## src/include/apb_subsys_cfg.svh

```systemverilog
// Widths, counts, page map and register offsets shared by the APB subsystem, included where needed
`ifndef APB_SUBSYS_CFG_SVH
`define APB_SUBSYS_CFG_SVH

`define APB_ADDR_W        32
`define APB_DATA_W        32
`define NUM_GPIO          32
`define PWM_CHANNELS      4
`define PWM_CNT_W         16

// Address bits that pick a peripheral page
`define PAGE_MSB          15
`define PAGE_LSB          12
`define PAGE_GPIO         4'd0
`define PAGE_PWM          4'd1
`define PAGE_SOCCTRL      4'd2

`define GPIO_DIR          12'h000
`define GPIO_OUT          12'h004
`define GPIO_IN           12'h008
`define GPIO_INT_EN       12'h00C
`define GPIO_INT_STATUS   12'h010

`define PWM_PERIOD        12'h000
`define PWM_CTRL          12'h004
// One threshold word per channel, 4 bytes apart
`define PWM_THRESH_BASE   12'h010

`define SOC_CLUSTER_CTRL  12'h000
`define SOC_INFO          12'h004

`endif

```

## src/hw/apb_bus_pkg.sv

```systemverilog
// APB bus types for the peripheral subsystem, imported by the decoder and the register blocks
`default_nettype none

`include "apb_subsys_cfg.svh"

package apb_bus_pkg;

   // Full APB address
   typedef logic [`APB_ADDR_W-1:0] apb_addr_t;

   // Read and write data word
   typedef logic [`APB_DATA_W-1:0] apb_data_t;

   // Page field that selects a peripheral
   typedef logic [`PAGE_MSB-`PAGE_LSB:0] apb_page_t;

   // Register offset inside a page
   typedef logic [`PAGE_LSB-1:0] apb_offs_t;

endpackage

`default_nettype wire

```

## src/hw/periph_pkg.sv

```systemverilog
// Peripheral types for GPIO and PWM, imported by the peripheral blocks and the top level
`default_nettype none

`include "apb_subsys_cfg.svh"

package periph_pkg;

   // One bit per GPIO pin
   typedef logic [`NUM_GPIO-1:0] gpio_vec_t;

   // PWM counter, period and threshold value
   typedef logic [`PWM_CNT_W-1:0] pwm_cnt_t;

   // One bit per PWM channel
   typedef logic [`PWM_CHANNELS-1:0] pwm_ch_vec_t;

   // All channel thresholds, channel 0 in the low bits
   typedef logic [`PWM_CHANNELS*`PWM_CNT_W-1:0] pwm_thresh_t;

   // Timer run state
   typedef enum logic {
      PWM_IDLE,
      PWM_RUN
   } pwm_state_t;

endpackage

`default_nettype wire

```

## src/hw/apb_periph_decoder.sv

```systemverilog
// APB page decoder that selects GPIO, PWM or SoC control and returns the slave response
`timescale 1ns/1ps
`default_nettype none

`include "apb_subsys_cfg.svh"

module apb_periph_decoder
   import apb_bus_pkg::*;
(
   input  wire logic      clk_i,
   input  wire logic      reset_i,
   input  wire logic      psel_i,
   input  wire logic      penable_i,
   input  wire apb_addr_t paddr_i,
   input  wire apb_data_t gpio_rdata_i,
   input  wire apb_data_t pwm_rdata_i,
   input  wire apb_data_t soc_rdata_i,
   output logic           gpio_sel_o,
   output logic           pwm_sel_o,
   output logic           soc_sel_o,
   output apb_data_t      prdata_o,
   output logic           pready_o,
   output logic           pslverr_o
);

   apb_page_t page;
   logic      mapped;

   assign page = paddr_i[`PAGE_MSB:`PAGE_LSB];

   assign gpio_sel_o = psel_i && (page == `PAGE_GPIO);
   assign pwm_sel_o  = psel_i && (page == `PAGE_PWM);
   assign soc_sel_o  = psel_i && (page == `PAGE_SOCCTRL);

   assign mapped = gpio_sel_o || pwm_sel_o || soc_sel_o;

   // All slaves are zero-wait
   assign pready_o  = psel_i && penable_i;
   assign pslverr_o = psel_i && penable_i && !mapped;

   always_comb begin
      case (page)
         `PAGE_GPIO:    prdata_o = gpio_rdata_i;
         `PAGE_PWM:     prdata_o = pwm_rdata_i;
         `PAGE_SOCCTRL: prdata_o = soc_rdata_i;
         default:       prdata_o = '0;
      endcase
   end

   a_enable_needs_sel: assert property (@(posedge clk_i) disable iff (reset_i)
      penable_i |-> psel_i);

   // Setup phase must be followed by an access to the same address
   a_setup_to_access: assert property (@(posedge clk_i) disable iff (reset_i)
      (psel_i && !penable_i) |=> (psel_i && penable_i && $stable(paddr_i)));

endmodule

`default_nettype wire

```

## src/hw/gpio_ctrl.sv

```systemverilog
// GPIO controller with direction and output registers, synchronized inputs and edge interrupts
`timescale 1ns/1ps
`default_nettype none

`include "apb_subsys_cfg.svh"

module gpio_ctrl
   import apb_bus_pkg::*, periph_pkg::*;
(
   input  wire logic      clk_i,
   input  wire logic      reset_i,
   input  wire logic      sel_i,
   input  wire logic      penable_i,
   input  wire logic      pwrite_i,
   input  wire apb_offs_t addr_i,
   input  wire apb_data_t wdata_i,
   input  wire gpio_vec_t gpio_in_i,
   output apb_data_t      rdata_o,
   output gpio_vec_t      gpio_out_o,
   output gpio_vec_t      gpio_oe_o,
   output logic           irq_o
);

   gpio_vec_t dir_q;
   gpio_vec_t out_q;
   gpio_vec_t int_en_q;
   gpio_vec_t status_q;
   gpio_vec_t in_meta_q;
   gpio_vec_t in_sync_q;
   gpio_vec_t in_prev_q;
   gpio_vec_t rise;
   logic      wr_en;

   assign wr_en = sel_i && penable_i && pwrite_i;
   assign rise  = in_sync_q & ~in_prev_q;

   always_ff @(posedge clk_i) begin
      if (reset_i) begin
         dir_q     <= '0;
         out_q     <= '0;
         int_en_q  <= '0;
         status_q  <= '0;
         in_meta_q <= '0;
         in_sync_q <= '0;
         in_prev_q <= '0;
         irq_o     <= 1'b0;
      end else begin
         in_meta_q <= gpio_in_i;
         in_sync_q <= in_meta_q;
         in_prev_q <= in_sync_q;
         irq_o     <= |(status_q & int_en_q);
         // New edges win over a clear in the same cycle
         if (wr_en && addr_i == `GPIO_INT_STATUS)
            status_q <= (status_q & ~wdata_i[`NUM_GPIO-1:0]) | rise;
         else
            status_q <= status_q | rise;
         if (wr_en) begin
            case (addr_i)
               `GPIO_DIR:    dir_q    <= wdata_i[`NUM_GPIO-1:0];
               `GPIO_OUT:    out_q    <= wdata_i[`NUM_GPIO-1:0];
               `GPIO_INT_EN: int_en_q <= wdata_i[`NUM_GPIO-1:0];
               default: ;
            endcase
         end
      end
   end

   always_comb begin
      case (addr_i)
         `GPIO_DIR:        rdata_o = apb_data_t'(dir_q);
         `GPIO_OUT:        rdata_o = apb_data_t'(out_q);
         `GPIO_IN:         rdata_o = apb_data_t'(in_sync_q);
         `GPIO_INT_EN:     rdata_o = apb_data_t'(int_en_q);
         `GPIO_INT_STATUS: rdata_o = apb_data_t'(status_q);
         default:          rdata_o = '0;
      endcase
   end

   assign gpio_out_o = out_q;
   assign gpio_oe_o  = dir_q;

endmodule

`default_nettype wire

```

## src/hw/pwm_regs.sv

```systemverilog
// PWM configuration registers on APB, feeding period, enable and thresholds to the PWM core
`timescale 1ns/1ps
`default_nettype none

`include "apb_subsys_cfg.svh"

module pwm_regs
   import apb_bus_pkg::*, periph_pkg::*;
(
   input  wire logic      clk_i,
   input  wire logic      reset_i,
   input  wire logic      sel_i,
   input  wire logic      penable_i,
   input  wire logic      pwrite_i,
   input  wire apb_offs_t addr_i,
   input  wire apb_data_t wdata_i,
   output apb_data_t      rdata_o,
   output logic           pwm_en_o,
   output pwm_cnt_t       period_o,
   output pwm_thresh_t    thresh_o
);

   pwm_cnt_t period_q;
   pwm_cnt_t thresh_q [`PWM_CHANNELS];
   logic     en_q;
   logic     wr_en;

   assign wr_en = sel_i && penable_i && pwrite_i;

   always_ff @(posedge clk_i) begin
      if (reset_i) begin
         period_q <= '0;
         en_q     <= 1'b0;
         for (int n = 0; n < `PWM_CHANNELS; n++)
            thresh_q[n] <= '0;
      end else if (wr_en) begin
         case (addr_i)
            `PWM_PERIOD: period_q <= wdata_i[`PWM_CNT_W-1:0];
            `PWM_CTRL:   en_q     <= wdata_i[0];
            default: ;
         endcase
         for (int n = 0; n < `PWM_CHANNELS; n++)
            if (addr_i == apb_offs_t'(`PWM_THRESH_BASE + 4 * n))
               thresh_q[n] <= wdata_i[`PWM_CNT_W-1:0];
      end
   end

   always_comb begin
      rdata_o = '0;
      case (addr_i)
         `PWM_PERIOD: rdata_o = apb_data_t'(period_q);
         `PWM_CTRL:   rdata_o = apb_data_t'(en_q);
         default: ;
      endcase
      for (int n = 0; n < `PWM_CHANNELS; n++)
         if (addr_i == apb_offs_t'(`PWM_THRESH_BASE + 4 * n))
            rdata_o = apb_data_t'(thresh_q[n]);
   end

   // Channel 0 in the low bits
   for (genvar g = 0; g < `PWM_CHANNELS; g++) begin : g_flat
      assign thresh_o[g*`PWM_CNT_W +: `PWM_CNT_W] = thresh_q[g];
   end

   assign pwm_en_o = en_q;
   assign period_o = period_q;

endmodule

`default_nettype wire

```

## src/hw/pwm_core.sv

```systemverilog
// Shared PWM counter with per-channel compare outputs, configured by the PWM register block
`timescale 1ns/1ps
`default_nettype none

`include "apb_subsys_cfg.svh"

module pwm_core
   import periph_pkg::*;
(
   input  wire logic        clk_i,
   input  wire logic        reset_i,
   input  wire logic        pwm_en_i,
   input  wire pwm_cnt_t    period_i,
   input  wire pwm_thresh_t thresh_i,
   output pwm_ch_vec_t      pwm_o
);

   pwm_state_t state_q;
   pwm_cnt_t   cnt_q;

   always_ff @(posedge clk_i) begin
      if (reset_i) begin
         state_q <= PWM_IDLE;
         cnt_q   <= '0;
         pwm_o   <= '0;
      end else begin
         case (state_q)
            PWM_IDLE: begin
               cnt_q <= '0;
               if (pwm_en_i)
                  state_q <= PWM_RUN;
            end
            PWM_RUN: begin
               if (!pwm_en_i) begin
                  state_q <= PWM_IDLE;
                  cnt_q   <= '0;
               end else if (cnt_q >= period_i)
                  cnt_q <= '0;
               else
                  cnt_q <= cnt_q + 1'b1;
            end
            default: state_q <= PWM_IDLE;
         endcase
         // Outputs drop together with the enable
         for (int n = 0; n < `PWM_CHANNELS; n++)
            pwm_o[n] <= pwm_en_i && (state_q == PWM_RUN) &&
                        (cnt_q < thresh_i[n*`PWM_CNT_W +: `PWM_CNT_W]);
      end
   end

   a_cnt_in_period: assert property (@(posedge clk_i) disable iff (reset_i)
      (state_q == PWM_RUN && $stable(period_i)) |-> (cnt_q <= period_i));

endmodule

`default_nettype wire

```

## src/hw/soc_ctrl_regs.sv

```systemverilog
// SoC control registers holding the cluster reset, boot mode and fetch enable, plus an info word
`timescale 1ns/1ps
`default_nettype none

`include "apb_subsys_cfg.svh"

module soc_ctrl_regs
   import apb_bus_pkg::*, periph_pkg::*;
(
   input  wire logic      clk_i,
   input  wire logic      reset_i,
   input  wire logic      sel_i,
   input  wire logic      penable_i,
   input  wire logic      pwrite_i,
   input  wire apb_offs_t addr_i,
   input  wire apb_data_t wdata_i,
   output apb_data_t      rdata_o,
   output logic           cluster_rstn_o,
   output logic           cluster_en_sa_boot_o,
   output logic           cluster_fetch_en_o
);

   // Pin count in bits 7:0, channel count in bits 15:8
   localparam apb_data_t INFO_WORD = {16'h0, 8'($bits(pwm_ch_vec_t)), 8'($bits(gpio_vec_t))};

   logic [2:0] ctrl_q;
   logic       wr_en;

   assign wr_en = sel_i && penable_i && pwrite_i;

   // Cleared ctrl holds the cluster in reset
   always_ff @(posedge clk_i) begin
      if (reset_i)
         ctrl_q <= '0;
      else if (wr_en && addr_i == `SOC_CLUSTER_CTRL)
         ctrl_q <= wdata_i[2:0];
   end

   always_comb begin
      case (addr_i)
         `SOC_CLUSTER_CTRL: rdata_o = apb_data_t'(ctrl_q);
         `SOC_INFO:         rdata_o = INFO_WORD;
         default:           rdata_o = '0;
      endcase
   end

   assign cluster_rstn_o       = ctrl_q[0];
   assign cluster_en_sa_boot_o = ctrl_q[1];
   assign cluster_fetch_en_o   = ctrl_q[2];

endmodule

`default_nettype wire

```

## src/hw/apb_subsystem.sv

```systemverilog
// APB peripheral subsystem top level, one APB slave port feeding GPIO, PWM and SoC control
`timescale 1ns/1ps
`default_nettype none

`include "apb_subsys_cfg.svh"

module apb_subsystem
   import apb_bus_pkg::*, periph_pkg::*;
(
   input  wire logic        clk_i,
   input  wire logic        reset_i,
   input  wire logic        psel_i,
   input  wire logic        penable_i,
   input  wire logic        pwrite_i,
   input  wire apb_addr_t   paddr_i,
   input  wire apb_data_t   pwdata_i,
   input  wire gpio_vec_t   gpio_in_i,
   output apb_data_t        prdata_o,
   output logic             pready_o,
   output logic             pslverr_o,
   output gpio_vec_t        gpio_out_o,
   output gpio_vec_t        gpio_oe_o,
   output logic             gpio_irq_o,
   output pwm_ch_vec_t      pwm_o,
   output logic             cluster_rstn_o,
   output logic             cluster_en_sa_boot_o,
   output logic             cluster_fetch_en_o
);

   logic        gpio_sel;
   logic        pwm_sel;
   logic        soc_sel;
   apb_data_t   gpio_rdata;
   apb_data_t   pwm_rdata;
   apb_data_t   soc_rdata;
   logic        pwm_en;
   pwm_cnt_t    pwm_period;
   pwm_thresh_t pwm_thresh;

   apb_periph_decoder i_decoder (
      .clk_i        (clk_i),
      .reset_i      (reset_i),
      .psel_i       (psel_i),
      .penable_i    (penable_i),
      .paddr_i      (paddr_i),
      .gpio_rdata_i (gpio_rdata),
      .pwm_rdata_i  (pwm_rdata),
      .soc_rdata_i  (soc_rdata),
      .gpio_sel_o   (gpio_sel),
      .pwm_sel_o    (pwm_sel),
      .soc_sel_o    (soc_sel),
      .prdata_o     (prdata_o),
      .pready_o     (pready_o),
      .pslverr_o    (pslverr_o)
   );

   gpio_ctrl i_gpio (
      .clk_i      (clk_i),
      .reset_i    (reset_i),
      .sel_i      (gpio_sel),
      .penable_i  (penable_i),
      .pwrite_i   (pwrite_i),
      .addr_i     (paddr_i[`PAGE_LSB-1:0]),
      .wdata_i    (pwdata_i),
      .gpio_in_i  (gpio_in_i),
      .rdata_o    (gpio_rdata),
      .gpio_out_o (gpio_out_o),
      .gpio_oe_o  (gpio_oe_o),
      .irq_o      (gpio_irq_o)
   );

   pwm_regs i_pwm_regs (
      .clk_i     (clk_i),
      .reset_i   (reset_i),
      .sel_i     (pwm_sel),
      .penable_i (penable_i),
      .pwrite_i  (pwrite_i),
      .addr_i    (paddr_i[`PAGE_LSB-1:0]),
      .wdata_i   (pwdata_i),
      .rdata_o   (pwm_rdata),
      .pwm_en_o  (pwm_en),
      .period_o  (pwm_period),
      .thresh_o  (pwm_thresh)
   );

   pwm_core i_pwm_core (
      .clk_i    (clk_i),
      .reset_i  (reset_i),
      .pwm_en_i (pwm_en),
      .period_i (pwm_period),
      .thresh_i (pwm_thresh),
      .pwm_o    (pwm_o)
   );

   soc_ctrl_regs i_soc_ctrl (
      .clk_i                (clk_i),
      .reset_i              (reset_i),
      .sel_i                (soc_sel),
      .penable_i            (penable_i),
      .pwrite_i             (pwrite_i),
      .addr_i               (paddr_i[`PAGE_LSB-1:0]),
      .wdata_i              (pwdata_i),
      .rdata_o              (soc_rdata),
      .cluster_rstn_o       (cluster_rstn_o),
      .cluster_en_sa_boot_o (cluster_en_sa_boot_o),
      .cluster_fetch_en_o   (cluster_fetch_en_o)
   );

endmodule

`default_nettype wire

```

## config.mk

```make
export PLATFORM = sky130hd
export DESIGN_NAME = apb_subsystem
export DESIGN_NICKNAME = d
export VERILOG_FILES = /design/src/hw/apb_bus_pkg.sv /design/src/hw/periph_pkg.sv /design/src/hw/apb_periph_decoder.sv /design/src/hw/gpio_ctrl.sv /design/src/hw/pwm_regs.sv /design/src/hw/pwm_core.sv /design/src/hw/soc_ctrl_regs.sv /design/src/hw/apb_subsystem.sv
export VERILOG_INCLUDE_DIRS = /design/src /design/src/include
export SDC_FILE = /design/constraint.sdc
export NUM_CORES = 1
export LEC_CHECK = 0
export BUFFER_PORTS_ARGS = -buffer_cell sky130_fd_sc_hd__buf_2
export CORE_MARGIN = 5
export CORE_UTILIZATION = 45
export CTS_CLUSTER_DIAMETER = 80
export DETAILED_ROUTE_END_ITERATION = 10
export GPL_ROUTABILITY_DRIVEN = 0
export SLEW_MARGIN = 20
export SYNTH_ARGS = -nofsm -noshare
export SYNTH_HDL_FRONTEND = slang
export SYNTH_HIERARCHICAL = 1
export SYNTH_SLANG_ARGS = --single-unit
```

## constraint.sdc

```tcl
create_clock -name clk_i -period 7.1 [get_ports clk_i]
set_clock_uncertainty 0.2 [all_clocks]
set_input_delay 1.42 -clock clk_i [delete_from_list [all_inputs] [get_ports clk_i]]
set_output_delay 1.42 -clock clk_i [all_outputs]
set_load 0.02 [all_outputs]
```

==> run summary <==
The final-report max-slew violation count came out at 0. In this run the static leakage power is 8.61 nW. The data arrival at the endpoint of the critical path came out at 3920 ps.

The count of cell types in the netlist came out at 64. The proportion of power drawn by flip-flops and latches is 47.2%. The cell family contributing the most delay on the critical path is buffers and inverters. The count of antenna-violating nets left after detailed routing is 0.

The post-placement setup slack is 1570 ps. Timing would allow up to 0.181 GHz. Measured on the finished design, the core utilization comes to 51.8%. The clock reaches the later pin of the worst-skew pair after 560 ps. After the last flow step, the layout net total stands at 1982. The final routed wire length divided by cell count is 20.2 um.

The number of I/O pins is 207. The number of hold buffers added after CTS is 0. The final routed wirelength across all metal layers came out at 47500 um. The final hold violation count came out at 0. The die covers 0.0422 mm^2.

The combinational share of power is 6.4%. The cell count after synthesis came out at 1654. The post-synthesis sequential area ratio is 42.2%. The tightest min-delay check is of the flop to flop type. The via count came out at 12285. The number of endpoints failing setup at the final stage came out at 0. For this design the ratio of total power to cell area is 216 mW/mm^2.

Setup repair after global routing left no endpoint under its margin. The overall die width came out at 205 um. TritonCTS built the clock tree. The number of enable-type register cells in the synthesized netlist came out at 64. The fill cell instance count of the final layout is 3442. The tree is rooted in a sky130_fd_sc_hd__clkbuf_16. The CTS clock-pin slew for the worst setup and hold paths came out at 60 ps.

The number of sinks handled by clock tree synthesis is 330. The number of DRC markers after the initial detailed-route iteration is 714. For this run, the slowest stage of the critical path takes 670 ps. The type of the worst setup path is input port to output port. The post-route total power is 4.21 mW. The internal reg-to-reg setup slack is 4550 ps. The worst-case IR drop observed on VDD is 192 uV. sky130_fd_sc_hd__dfxtp_1 takes more of the synthesized area than any other cell.

Detailed placement ended at an HPWL of 34000 um. The initial antenna violation count came out at 2. The signal on the critical path passes through buf_2 -> buf_4 -> mux4_2 -> a22o_1 -> mux2i_1 -> o2bb2ai_1 -> buf_2. The worst setup path is launched from an input port.

The fraction of final layout cells sized beyond drive strength 1 came out at 19.4%. The post-cts repair resize count came out at 0. For this run the aggregate overflow at the end of global routing stands at 0. The post-CTS setup repair buffer count came out at 0.

The relative max-transition margin is 25.6%. The number of iterations in the first detailed-routing pass came out at 6. The post-synthesis instance area came out at 0.0172 mm^2.

The area of the core came out at 0.0377 mm^2. The smallest setup slack after layout is 1560 ps. The number of buffers between clock root and the deepest sink is 3. The number of global-route vias before repair came out at 12302.

By instance count, the cell type seen most on the critical path is sky130_fd_sc_hd__buf_2. The run finished with clean final reports. Leaving out fill and tap cells, the most frequent cell in the layout is sky130_fd_sc_hd__dfxtp_1.

The via density per instance is 5.23. The share of the synthesized area in the top cell type is 31.0%. The worst setup path is captured at an output port.

The first-pass GRT wire length came out at 72500 um. Clock tree synthesis inserted a total of 40 buffers. For this run, the total global-route usage over all layers was measured as 22.3%. The pin count of the biggest net entering global routing is 186.

The portion of the clock cycle consumed by the worst path in the final layout came out at 78.0%. The maximum fanout encountered on the critical timing path is 28. Sorting the synthesized cells by area gives the leading types as sky130_fd_sc_hd__dfxtp_1 (31%), sky130_fd_sc_hd__edfxtp_1 (11%), sky130_fd_sc_hd__mux2i_1 (9.3%). In this run the core area contains 71 standard-cell rows. The worst hold path startpoint is i_gpio/in_meta_q[21].

The count of buffers inserted at the top-level ports came out at 190. The cell-internal power is 3.21 mW. Data on the critical path is required at its endpoint by 5480 ps. The area overhead of the layout relative to synthesis came out at 13.5%. In the synthesized netlist the dominant register cell turns out to be sky130_fd_sc_hd__dfxtp_1. The actual slew at the worst max-slew pin is 1110 ps. The start point of the critical path is paddr_i[3]. The count of H-tree levels built during CTS came out at 2.

The max-cap violation count is 0. The proportion of register bits with asynchronous set or reset after synthesis is 0%. The proportion of total power due to net switching is 23.7%. The time the worst path needs with I/O delays and setup came out at 5540 ps. The synthesized flop and latch total came out at 330. The analysis attributes to net switching a power of 1.00 mW. The master of the slowest instance on the critical path is sky130_fd_sc_hd__buf_2. After detailed placement, the design holds a cell count of 2273. The critical path buffer and inverter count came out at 3. The setup total negative slack came out at 0 ps. For this run, design rule violations remaining after detail routing come to 0. Yosys printed 6 warnings. Averaged over all synthesized cells, the footprint is 10.4 um^2.

The library cells used most frequently in the layout, excluding fill and tap cells, are sky130_fd_sc_hd__dfxtp_1 (266), sky130_fd_sc_hd__buf_2 (188), sky130_fd_sc_hd__nand2b_1 (170). The non-filler instance count after layout is 2347. The power share of the clock group is 46.4%. The effective utilization at floorplan is 45.6%.

From bottom edge to top edge, the die measures 205 um. The origin of the critical flop-to-flop path is i_pwm_core/cnt_q[7].
-- kinds of logic (layout without fill, tap and decap cells) --
group	after synthesis	after routing	share of synthesized area [%]
AOI/OAI and AO/OA	274	274	11.5
xor gates and xnor gates	14	14	0.714
adders and majority gates	77	77	5.61
buffers and inverters	254	393	7.45
DFF	330	330	42.2
muxes	194	194	13.7
other	2	45	0.0437
and+or+nand+nor	509	509	18.8
-- cells in the mapped netlist (5+ instances only) --
library cell	n
sky130_fd_sc_hd__a211o_1	5
sky130_fd_sc_hd__a21o_1	12
sky130_fd_sc_hd__a21oi_1	84
sky130_fd_sc_hd__a22o_1	31
sky130_fd_sc_hd__a22oi_1	17
sky130_fd_sc_hd__a31oi_1	5
sky130_fd_sc_hd__and2_1	70
sky130_fd_sc_hd__and3_1	5
sky130_fd_sc_hd__buf_2	32
sky130_fd_sc_hd__buf_4	51
sky130_fd_sc_hd__buf_6	8
sky130_fd_sc_hd__clkbuf_1	44
sky130_fd_sc_hd__dfxtp_1	266
sky130_fd_sc_hd__edfxtp_1	64
sky130_fd_sc_hd__ha_1	77
sky130_fd_sc_hd__inv_1	116
sky130_fd_sc_hd__mux2i_1	160
sky130_fd_sc_hd__mux4_2	33
sky130_fd_sc_hd__nand2_1	15
sky130_fd_sc_hd__nand2b_1	170
sky130_fd_sc_hd__nand3_1	25
sky130_fd_sc_hd__nand4_1	23
sky130_fd_sc_hd__nor2_1	52
sky130_fd_sc_hd__nor2b_1	101
sky130_fd_sc_hd__nor3_1	6
sky130_fd_sc_hd__nor4_4	9
sky130_fd_sc_hd__o211ai_1	5
sky130_fd_sc_hd__o21ai_0	55
sky130_fd_sc_hd__o22ai_1	15
sky130_fd_sc_hd__o2bb2ai_2	30
sky130_fd_sc_hd__xnor2_1	10
-- power by group through the flow --
| stage | clock network (mW) | registers [mW] | logic, mW |
|---|---|---|---|
| 2_1_floorplan | 0 | 2.02 | 0.197 |
| 3_3_place_gp | 0 | 2.03 | 0.268 |
| 3_5_place_dp | 0 | 2.03 | 0.271 |
| 4_1_cts | 2.00 | 1.99 | 0.272 |
| 5_1_grt | 2.07 | 1.99 | 0.298 |
| 6_report | 1.96 | 1.99 | 0.271 |
-- state kept, by name, summed over array words and instances (netlist names) --
register,cells
i_pwm_regs/period_o,16
i_gpio/int_en_q,32
i_soc_ctrl/ctrl_q,3
i_pwm_core/cnt_q,16
i_gpio/gpio_oe_o,32
i_gpio/in_sync_q,32
i_gpio/irq_o,1
i_gpio/in_meta_q,32
i_pwm_regs/pwm_en_o,1
i_pwm_regs/thresh_q,64
i_gpio/gpio_out_o,32
i_pwm_core/state_q,1
i_pwm_core/pwm_o,4
i_gpio/status_q,32
i_gpio/in_prev_q,32
-- metal layers --
metal / track usage [%] / share of wire, %
met1: 30.8 / 46
met3: 3.31 / 4.5
met2: 35.4 / 46
met5: 0 / 0
met4: 8.40 / 3.4
-- worst register-to-register path, stage by stage (launching register included) --
cell and delay, ps:
sky130_fd_sc_hd__dfxtp_1 670, sky130_fd_sc_hd__ha_1 230, sky130_fd_sc_hd__and3_1 180, sky130_fd_sc_hd__o211ai_1 100, sky130_fd_sc_hd__o21a_1 230, sky130_fd_sc_hd__o31ai_4 670, sky130_fd_sc_hd__nor2_1 120
-- layout make-up --
type                    count  area [um^2]  share of cell area, %
clock buffers              59         1170                   6.01
clock inverters            13         98.8                  0.507
multi-input cells        1111         8810                   45.2
repair buffers            205         1090                   5.58
inverters                 116          435                   2.23
well taps                 511          639                   3.28
flip-flops and latches    330         7250                   37.2
diodes                      2         5.00                 0.0257
-- path summary, 6_finish.rpt --
kind,cells after the start,endpoint
setup reg to reg,6,i_pwm_core/cnt_q[2]
setup / recovery,7,prdata_o[26]
hold / removal,1,i_gpio/in_sync_q[21]
hold reg to reg,1,i_gpio/in_sync_q[21]
-- through the flow --
stage,cell area (um^2),hold WS [ps]
2_1_floorplan,17300,214
3_3_place_gp,18200,218
3_5_place_dp,18200,222
4_1_cts,19500,239
5_1_grt,19500,255
6_report,19500,236
Note: power is estimated with default switching activity, not from simulation.
